## src/lcx_pkg.sv

```systemverilog
package lcx_pkg;

// Fuse lifecycle encoding, sequential so test ranges can be matched with inside
typedef enum logic [4:0] {
    LC_RAW = 5'd0,          // Blank fuses read all zeros
    LC_TEST_UNLOCKED0,
    LC_TEST_UNLOCKED1,
    LC_TEST_UNLOCKED2,
    LC_TEST_UNLOCKED3,
    LC_TEST_UNLOCKED4,
    LC_TEST_UNLOCKED5,
    LC_TEST_UNLOCKED6,
    LC_TEST_UNLOCKED7,
    LC_TEST_LOCKED0,
    LC_TEST_LOCKED1,
    LC_TEST_LOCKED2,
    LC_TEST_LOCKED3,
    LC_TEST_LOCKED4,
    LC_TEST_LOCKED5,
    LC_TEST_LOCKED6,
    LC_DEV,
    LC_PROD,
    LC_PROD_END,
    LC_RMA,
    LC_SCRAP
} lc_state_e;

// Multibit enable, anything other than ON is treated as off
typedef enum logic [3:0] {
    LC_TX_ON  = 4'b0101,
    LC_TX_OFF = 4'b1010
} lc_tx_e;

typedef enum logic [2:0] {
    TR_RESET,
    TR_IDLE,
    TR_NON_DEBUG,
    TR_UNPROV_DEBUG,
    TR_MANUF_NON_DEBUG,
    TR_MANUF_DEBUG,
    TR_PROD_NON_DEBUG,
    TR_PROD_DEBUG
} trans_state_e;

typedef enum logic [1:0] {
    DEVICE_UNPROVISIONED,
    DEVICE_MANUFACTURING,
    DEVICE_PRODUCTION
} device_lifecycle_e;

typedef struct packed {
    device_lifecycle_e device_lifecycle;
    logic              debug_locked;
} security_state_t;

typedef struct packed {
    logic      valid;
    lc_state_e state;
} otp_lc_data_t;

typedef struct packed {
    logic      req;
    lc_state_e state;       // Live LC state carried with the request
} lc_prog_req_t;

typedef struct packed {
    logic [63:0] unlock_level;
    logic [63:0] dft_mask;
    logic [63:0] dbg_unlock_mask;
    logic [63:0] cltap_mask;
    logic [31:0] zeroize_mask;
} lcx_cfg_t;

typedef struct packed {
    security_state_t security_state;
    logic            soc_dft_en;
    logic            soc_hw_debug_en;
    logic            zeroize_cmd;
} lcx_status_t;

typedef struct packed {
    logic        cyc;
    logic        stb;
    logic        we;
    logic [7:0]  adr;
    logic [31:0] dat;
    logic [3:0]  sel;
} wb_req_t;

typedef struct packed {
    logic        ack;
    logic [31:0] dat;
} wb_rsp_t;

// Locked production state used out of reset and on escalation
localparam security_state_t SEC_STATE_DEFAULT = '{
    device_lifecycle: DEVICE_PRODUCTION,
    debug_locked:     1'b1
};

// Register word indices (byte address bits 7:2)
localparam logic [5:0] REG_UNLOCK_LO = 6'd0;
localparam logic [5:0] REG_UNLOCK_HI = 6'd1;
localparam logic [5:0] REG_DFT_LO    = 6'd2;
localparam logic [5:0] REG_DFT_HI    = 6'd3;
localparam logic [5:0] REG_DBG_LO    = 6'd4;
localparam logic [5:0] REG_DBG_HI    = 6'd5;
localparam logic [5:0] REG_CLTAP_LO  = 6'd6;
localparam logic [5:0] REG_CLTAP_HI  = 6'd7;
localparam logic [5:0] REG_ZEROIZE   = 6'd8;
localparam logic [5:0] REG_STATUS    = 6'd9;
localparam int unsigned LCX_CFG_WORDS = 9;  // Writable words below the status word

endpackage

```

## src/lcx_wb_regs.sv

```systemverilog
`timescale 1ns/1ps

module lcx_wb_regs
    import lcx_pkg::*;
(
    input  logic        clk,
    input  logic        rst_n,
    input  wb_req_t     wb_i,
    output wb_rsp_t     wb_o,
    input  lcx_status_t status_i,
    output lcx_cfg_t    cfg_o
);

logic [LCX_CFG_WORDS-1:0][31:0] cfg_q;
logic                           ack_q;
logic [31:0]                    rdata_q;
logic [31:0]                    rdata_d;
logic [5:0]                     word_idx;
logic                           access;
logic                           cfg_hit;

assign word_idx = wb_i.adr[7:2];    // Byte offset bits are ignored
assign access   = wb_i.cyc && wb_i.stb && !ack_q;
assign cfg_hit  = (word_idx < 6'(LCX_CFG_WORDS));

// Read mux, sampled on the access edge
always_comb begin
    rdata_d = 32'h0;
    if (cfg_hit) begin
        rdata_d = cfg_q[word_idx];
    end else if (word_idx == REG_STATUS) begin
        rdata_d = {{(32 - $bits(lcx_status_t)){1'b0}}, status_i};
    end
end

always_ff @(posedge clk or negedge rst_n) begin
    if (!rst_n) begin
        ack_q   <= 1'b0;
        rdata_q <= 32'h0;
        cfg_q   <= '0;
    end else begin
        ack_q <= access;    // One cycle pulse, then ack_q blocks a repeat
        if (access) begin
            rdata_q <= rdata_d;
            if (wb_i.we && cfg_hit) begin
                for (int b = 0; b < 4; b++) begin
                    if (wb_i.sel[b]) begin
                        cfg_q[word_idx][8*b +: 8] <= wb_i.dat[8*b +: 8];
                    end
                end
            end
        end
    end
end

assign wb_o.ack = ack_q;
assign wb_o.dat = rdata_q;

// 64-bit values are split low word first
assign cfg_o.unlock_level    = {cfg_q[REG_UNLOCK_HI], cfg_q[REG_UNLOCK_LO]};
assign cfg_o.dft_mask        = {cfg_q[REG_DFT_HI], cfg_q[REG_DFT_LO]};
assign cfg_o.dbg_unlock_mask = {cfg_q[REG_DBG_HI], cfg_q[REG_DBG_LO]};
assign cfg_o.cltap_mask      = {cfg_q[REG_CLTAP_HI], cfg_q[REG_CLTAP_LO]};
assign cfg_o.zeroize_mask    = cfg_q[REG_ZEROIZE];

// Ack must answer a request that was present on the previous edge
a_ack_follows_req: assert property (
    @(posedge clk) disable iff (!rst_n)
    wb_o.ack |-> $past(wb_i.cyc && wb_i.stb)
) else $error("Wishbone ack without a preceding cycle");

endmodule

```

## src/lcx_state_trans.sv

```systemverilog
`timescale 1ns/1ps

module lcx_state_trans
    import lcx_pkg::*;
(
    input  logic            clk,
    input  logic            rst_n,
    input  otp_lc_data_t    otp_data_i,
    input  lc_prog_req_t    lc_prog_req_i,
    input  lc_tx_e          lc_dft_en_i,
    input  lc_tx_e          lc_hw_debug_en_i,
    input  logic            dbg_manuf_enable_i,
    input  logic            state_error_i,
    input  lcx_cfg_t        cfg_i,
    output security_state_t security_state_o,
    output logic            soc_dft_en_o,
    output logic            soc_hw_debug_en_o
);

trans_state_e    state_q;
trans_state_e    state_d;
security_state_t sec_state_d;
lc_state_e       fuse_state_q;
logic            otp_valid;
logic            escalate;
logic            prod_unlock;
logic            dft_unlock;
logic            cltap_unlock;

assign otp_valid    = otp_data_i.valid;
// SCRAP request from the LC side or a fatal error from outside
assign escalate     = (lc_prog_req_i.req && lc_prog_req_i.state == LC_SCRAP) || state_error_i;
assign prod_unlock  = |(cfg_i.unlock_level & cfg_i.dbg_unlock_mask);
assign dft_unlock   = |(cfg_i.unlock_level & cfg_i.dft_mask);
assign cltap_unlock = |(cfg_i.unlock_level & cfg_i.cltap_mask);

always_ff @(posedge clk or negedge rst_n) begin
    if (!rst_n) begin
        state_q           <= TR_RESET;
        security_state_o  <= SEC_STATE_DEFAULT;
        fuse_state_q      <= LC_RAW;
        soc_dft_en_o      <= 1'b0;
        soc_hw_debug_en_o <= 1'b0;
    end else if (otp_valid) begin
        state_q          <= state_d;
        security_state_o <= sec_state_d;
        if (state_q == TR_RESET) begin
            fuse_state_q <= otp_data_i.state;   // Fuses are static once valid
        end
        soc_dft_en_o      <= (lc_dft_en_i == LC_TX_ON) || dft_unlock;
        soc_hw_debug_en_o <= (lc_hw_debug_en_i == LC_TX_ON) || cltap_unlock;
    end else begin
        // Fuse data not valid, hold everything in the locked default
        state_q           <= TR_RESET;
        security_state_o  <= SEC_STATE_DEFAULT;
        fuse_state_q      <= LC_RAW;
        soc_dft_en_o      <= 1'b0;
        soc_hw_debug_en_o <= 1'b0;
    end
end

always_comb begin
    state_d = state_q;
    case (state_q)
        TR_RESET: state_d = TR_IDLE;
        TR_IDLE: begin
            if (escalate || fuse_state_q == LC_SCRAP) begin
                state_d = TR_NON_DEBUG;
            end else if (fuse_state_q == LC_RAW ||
                         fuse_state_q inside {[LC_TEST_LOCKED0:LC_TEST_LOCKED6]}) begin
                state_d = TR_NON_DEBUG;
            end else if (fuse_state_q inside {[LC_TEST_UNLOCKED0:LC_TEST_UNLOCKED7]}) begin
                state_d = TR_UNPROV_DEBUG;
            end else if (fuse_state_q == LC_DEV) begin
                state_d = TR_MANUF_NON_DEBUG;
            end else if (fuse_state_q inside {LC_PROD, LC_PROD_END}) begin
                state_d = TR_PROD_NON_DEBUG;
            end else if (fuse_state_q == LC_RMA) begin
                state_d = TR_PROD_DEBUG;
            end else begin
                state_d = TR_NON_DEBUG;     // Undefined fuse codes stay locked
            end
        end
        TR_NON_DEBUG: state_d = TR_NON_DEBUG;  // Sticky until valid drops
        TR_MANUF_NON_DEBUG: begin
            if (escalate) begin
                state_d = TR_NON_DEBUG;
            end else if (dbg_manuf_enable_i) begin
                state_d = TR_MANUF_DEBUG;
            end
        end
        TR_PROD_NON_DEBUG: begin
            if (escalate) begin
                state_d = TR_NON_DEBUG;
            end else if (prod_unlock) begin
                state_d = TR_PROD_DEBUG;
            end
        end
        default: begin
            // Unlocked states only leave on escalation
            if (escalate) begin
                state_d = TR_NON_DEBUG;
            end
        end
    endcase
end

// Security state for the current state, escalation wins over everything
always_comb begin
    sec_state_d = SEC_STATE_DEFAULT;
    if (!escalate) begin
        case (state_q)
            TR_UNPROV_DEBUG:    sec_state_d = '{DEVICE_UNPROVISIONED, 1'b0};
            TR_MANUF_NON_DEBUG: sec_state_d = '{DEVICE_MANUFACTURING, 1'b1};
            TR_MANUF_DEBUG:     sec_state_d = '{DEVICE_MANUFACTURING, 1'b0};
            TR_PROD_DEBUG:      sec_state_d = '{DEVICE_PRODUCTION, 1'b0};
            default:            sec_state_d = SEC_STATE_DEFAULT;
        endcase
    end
end

a_non_debug_sticky: assert property (
    @(posedge clk) disable iff (!rst_n)
    (state_q == TR_NON_DEBUG && otp_valid) |=> state_q == TR_NON_DEBUG
) else $error("Translator left NON_DEBUG while fuse data valid");

a_invalid_locks: assert property (
    @(posedge clk) disable iff (!rst_n)
    !otp_valid |=> (security_state_o == SEC_STATE_DEFAULT &&
                    !soc_dft_en_o && !soc_hw_debug_en_o)
) else $error("Outputs not in locked default after valid low");

endmodule

```

## src/lcx_zeroize_timer.sv

```systemverilog
`timescale 1ns/1ps

module lcx_zeroize_timer #(
    parameter int unsigned ZEROIZE_HOLD = 4    // Qualified cycles before the command
) (
    input  logic        clk,
    input  logic        rst_n,
    input  logic        zeroize_req_i,
    input  logic [31:0] zeroize_mask_i,
    output logic        zeroize_cmd_o
);

localparam int unsigned CNT_W = $clog2(ZEROIZE_HOLD + 1);

logic [CNT_W-1:0] cnt_q;
logic             qualified;
logic             cnt_full;

// Request only counts when every mask bit is set
assign qualified = zeroize_req_i && (&zeroize_mask_i);
assign cnt_full  = (cnt_q == CNT_W'(ZEROIZE_HOLD));

always_ff @(posedge clk or negedge rst_n) begin
    if (!rst_n) begin
        cnt_q <= '0;
    end else if (!qualified) begin
        cnt_q <= '0;                // Any gap restarts the hold
    end else if (!cnt_full) begin
        cnt_q <= cnt_q + 1'b1;      // Saturates at the hold count
    end
end

// Count only stays full while qualification holds
assign zeroize_cmd_o = cnt_full;

a_cmd_needs_req: assert property (
    @(posedge clk) disable iff (!rst_n)
    zeroize_cmd_o |-> $past(zeroize_req_i)
) else $error("Zeroization command without a held request");

endmodule

```

## src/lcx_top.sv

```systemverilog
`timescale 1ns/1ps

module lcx_top
    import lcx_pkg::*;
#(
    parameter int unsigned ZEROIZE_HOLD = 4
) (
    input  logic            clk,
    input  logic            rst_n,
    input  wb_req_t         wb_i,
    output wb_rsp_t         wb_o,
    input  otp_lc_data_t    otp_data_i,
    input  lc_prog_req_t    lc_prog_req_i,
    input  lc_tx_e          lc_dft_en_i,
    input  lc_tx_e          lc_hw_debug_en_i,
    input  logic            dbg_manuf_enable_i,
    input  logic            state_error_i,
    input  logic            zeroize_req_i,
    output security_state_t security_state_o,
    output logic            soc_dft_en_o,
    output logic            soc_hw_debug_en_o,
    output logic            zeroize_cmd_o
);

lcx_cfg_t    cfg;
lcx_status_t status;

// Status word read back through the register block
assign status = '{
    security_state:  security_state_o,
    soc_dft_en:      soc_dft_en_o,
    soc_hw_debug_en: soc_hw_debug_en_o,
    zeroize_cmd:     zeroize_cmd_o
};

lcx_wb_regs lcx_wb_regs_inst (
    .clk      (clk),
    .rst_n    (rst_n),
    .wb_i     (wb_i),
    .wb_o     (wb_o),
    .status_i (status),
    .cfg_o    (cfg)
);

lcx_state_trans lcx_state_trans_inst (
    .clk                (clk),
    .rst_n              (rst_n),
    .otp_data_i         (otp_data_i),
    .lc_prog_req_i      (lc_prog_req_i),
    .lc_dft_en_i        (lc_dft_en_i),
    .lc_hw_debug_en_i   (lc_hw_debug_en_i),
    .dbg_manuf_enable_i (dbg_manuf_enable_i),
    .state_error_i      (state_error_i),
    .cfg_i              (cfg),
    .security_state_o   (security_state_o),
    .soc_dft_en_o       (soc_dft_en_o),
    .soc_hw_debug_en_o  (soc_hw_debug_en_o)
);

lcx_zeroize_timer #(
    .ZEROIZE_HOLD (ZEROIZE_HOLD)
) lcx_zeroize_timer_inst (
    .clk            (clk),
    .rst_n          (rst_n),
    .zeroize_req_i  (zeroize_req_i),
    .zeroize_mask_i (cfg.zeroize_mask),
    .zeroize_cmd_o  (zeroize_cmd_o)
);

endmodule

```

## config.mk

```make
export PLATFORM = sky130hd
export DESIGN_NAME = lcx_top
export DESIGN_NICKNAME = d
export VERILOG_FILES = /design/src/lcx_pkg.sv /design/src/lcx_wb_regs.sv /design/src/lcx_state_trans.sv /design/src/lcx_zeroize_timer.sv /design/src/lcx_top.sv
export SDC_FILE = /design/constraint.sdc
export NUM_CORES = 1
export LEC_CHECK = 0
export BUFFER_PORTS_ARGS = -buffer_cell sky130_fd_sc_hd__buf_2
export CORE_UTILIZATION = 50
export CTS_CLUSTER_SIZE = 10
export DETAILED_ROUTE_END_ITERATION = 8
export PLACE_DENSITY = 0.66
export SYNTH_ARGS = -nofsm -noshare
export SYNTH_HDL_FRONTEND = slang
export SYNTH_HIERARCHICAL = 1
export SYNTH_SLANG_ARGS = --single-unit
```

## constraint.sdc

```tcl
create_clock -name clk -period 2.46 [get_ports clk]
set_clock_uncertainty 0.2 [all_clocks]
set_input_delay 0.246 -clock clk [delete_from_list [all_inputs] [get_ports clk]]
set_output_delay 0.246 -clock clk [all_outputs]
set_load 0.1 [all_outputs]
```

==> out/qor.yml <==
status: "completed"
cts_tree: "yes"
cts_root_buf: "clkbuf_16"
fin_total_pwr_mw: 12.2
synth_top_family_by_area: "multiplexers"
io_pins: 111
fillers: 2565
synth_top_cell_by_area: "dfrtp_1"
postRouteAntennaNets: 0
synthAdderAreaFrac: 0.00153
worst_ep_arrival_time_ps: 2620
cts_made_buffers: 41
cts.sinks: 337
synth-seq-cells: 337
antenna_cells: 0
yosys_most_used_dff: "dfrtp_1"
cp-start-kind: "register"
port-buffer-count: 108
grt_max_degree: 68
drive_gt1_frac: 0.389
maxCapViolCount: 0
die_area_um2: 33500
grt_pass1_wl_um: 87600
vias: 13200
p_leak_nw: 9.73
cts_max_path_buffers: 3
syn_to_final_growth_pct: 23.6
worstHoldPathType: "primary input to register"
stdcell_count: 2009
vias_per_cell: 6.55
max_freq_mhz: 418
finalSetupViolations: 0
yosysWarnings: 6
synth_async_sr_flop_share: 1.00
nets: 1632
report.final.hold_viol_count: 0
busiest_layer: "met2"
period_needed_ps: 2390
htree_levels: 2
die_h_um: 183
synthTopCellsByArea: "dfrtp_1 (51%), mux2_2 (19%), mux2i_1 (8.2%), a22oi_1 (2.2%), nor2_1 (1.6%)"
grt_pass1_vias: 12800
cp_max_fo: 12
synth_nets: 1368
timing.final.ws_setup_ps: 68.6
yosys.area_share.xor_xnor: 0.000534
ir_drop_mv: 0.664
wl_um: 59900
use_met3: 0.0697
p_per_area_nw_per_um2: 604
drt_pass1_iterations: 7
synth_mux_area_frac: 0.280
synth-simple-area-share: 0.0855
finalMaxSlewViolations: 0
syn_inst: 1294
grt_overflow: 0
synth.avg_cell_area_um2: 12.7
yosysMostFrequentCell: "dfrtp_1"
post-route-period-util: 0.972
dp_cells: 1898
pre_cts_ws_ps: -602
clk_latency_ps: 560
tightest_slew_ps: 1040
required_ps: 2690
synth_compound_gate_area_share: 0.0982
floorplan.core_area_um2: 31900
synthesis.area_um2: 16400
final_core_util: 0.635
gp_congestion: 1.05
drc_errors: 0
met2_usage: 0.551
die_w_um: 183
antenna_found_initial: 1
routedWlPerCell_um: 29.8
synth_edf_count: 0
relSlewSlack: 0.308
grt_use_met1: 0.503
initial_core_util: 0.514
cp-end-kind: "register"
synth_common_cells: "dfrtp_1 (335), mux2_2 (283), mux2i_1 (134), nor2_1 (69), clkbuf_1 (56)"
hpwl_um: 43900
synth_top_area_share: 0.512
clk_pin_slew_ps: 60
grt_usage: 0.362
worstSetupPathType: "register to register"
ys_types: 57
synth-seq-area-share: 0.515
rsz0062_at_grt: "no"
rows: 65
drt-initial-drc-count: 1527
## metal layers
metal	up-vias	wire [um]
li1	5464	-
met1	6800	24500
met2	719	26600
met3	174	5510
met4	2	3220
met5	-	13
## final cells by class
| type | instances | area [um2] | share of cell area |
|---|---|---|---|
| clock buffer | 54 | 1080 | 0.0536 |
| clock inverter | 5 | 51.3 | 0.00253 |
| inverter | 6 | 22.5 | 0.00111 |
| multi-input combinational | 879 | 7660 | 0.378 |
| sequential | 337 | 8440 | 0.416 |
| tap | 435 | 544 | 0.0269 |
| timing repair buffer | 293 | 2460 | 0.122 |
## state kept, by name, indices dropped and copies added (netlist names), 3 cells and up
signal / cells
lcx_state_trans_inst/fuse_state_q: 5
lcx_state_trans_inst/security_state_o: 3
lcx_state_trans_inst/state_q: 3
lcx_wb_regs_inst/cfg_o: 288
lcx_wb_regs_inst/rdata_q: 32
lcx_zeroize_timer_inst/cnt_q: 3
## power by group
group | leakage, nW | switching, mW | internal [mW]
Clock | 0.554 | 2.31 | 3.07
Sequential | 4.68 | 0.0991 | 5.64
Combinational | 4.50 | 0.712 | 0.396
Total | 9.73 | 3.12 | 9.11
## worst paths after layout
| check | from | to | slack [ps] | cells after the start |
|---|---|---|---|---|
| worst max register to register | lcx_wb_regs_inst/ack_q | lcx_wb_regs_inst/cfg_o[193] | 70 | 6 |
| worst min-delay path | lc_prog_req_i[5] | lcx_state_trans_inst/security_state_o[2] | 10 | 4 |
| worst max-delay path | lcx_wb_regs_inst/ack_q | lcx_wb_regs_inst/cfg_o[193] | 70 | 6 |
| max in group asynchronous | rst_n | lcx_wb_regs_inst/cfg_o[173] | 1240 | 3 |
| min in group asynchronous | rst_n | lcx_wb_regs_inst/rdata_q[27] | 80 | 2 |
| worst min register to register | lcx_wb_regs_inst/rdata_q[24] | lcx_wb_regs_inst/rdata_q[24] | 270 | 2 |
## through the flow
stage	cell area (um2)	hold WS [ps]	setup TNS, ps
after floorplan	16400	-250	0
after global placement	18600	63.8	-1120
after detailed placement	18600	66.9	-1540
after CTS	20200	10.6	0
after global routing	20300	38.0	0
final	20300	14.9	0
## critical path, cell delays in order (launching register included)
cell	delay [ps]
dfrtp_1	370
nand3b_1	280
or3_4	460
buf_12	180
nor3_2	210
buf_4	210
mux2_2	350
## cells in the final DEF (no fill, tap or decap), types with 3 or more instances in the layout
cell	synthesis	routed
o22ai_1	33	33
inv_6	0	3
nor3_1	4	4
a221oi_1	23	23
mux2_1	5	5
or3b_2	3	3
nor2_4	2	3
nor3_2	11	11
buf_2	7	105
nor2b_1	8	8
a211oi_1	3	3
nand4_1	24	24
o31a_1	6	6
nand3b_1	3	3
nand2b_1	9	9
a311oi_1	7	7
dlygate4sd3_1	0	50
a22o_1	24	24
mux2i_1	134	134
and3_1	9	9
or4_1	3	3
nand3_1	12	12
clkbuf_16	0	41
nor3_4	10	10
nor4_1	13	12
a22oi_1	48	48
a21oi_1	4	4
a2111oi_0	26	25
dfrtp_1	335	335
nor2_1	69	69
or3_1	11	9
mux2_2	283	283
buf_12	0	31
buf_4	4	104
nand2_1	33	33
clkbuf_1	56	12
o21ai_0	34	34
inv_1	5	5
## cells by family (layout without fill, tap and decap cells)
logic type | count (synthesis) | after routing
XOR/XNOR | 1 | 1
AO/OA/AOI/OAI | 217 | 217
AND/OR/NAND/NOR | 237 | 237
buffers and inverters | 78 | 358
adder cells (fa/ha/maj) | 2 | 2
flip-flops | 337 | 337
multiplexers | 422 | 422
## repair_timing
action                     4_1_cts  5_1_grt
resized for setup                1        5
pin swaps                        0        1
hold buffers                    50        0
setup endpoints to repair        1       52
hold endpoints to repair       567        0
buffers inserted                 0        2
No activity file was read; power rests on OpenSTA's default activity.
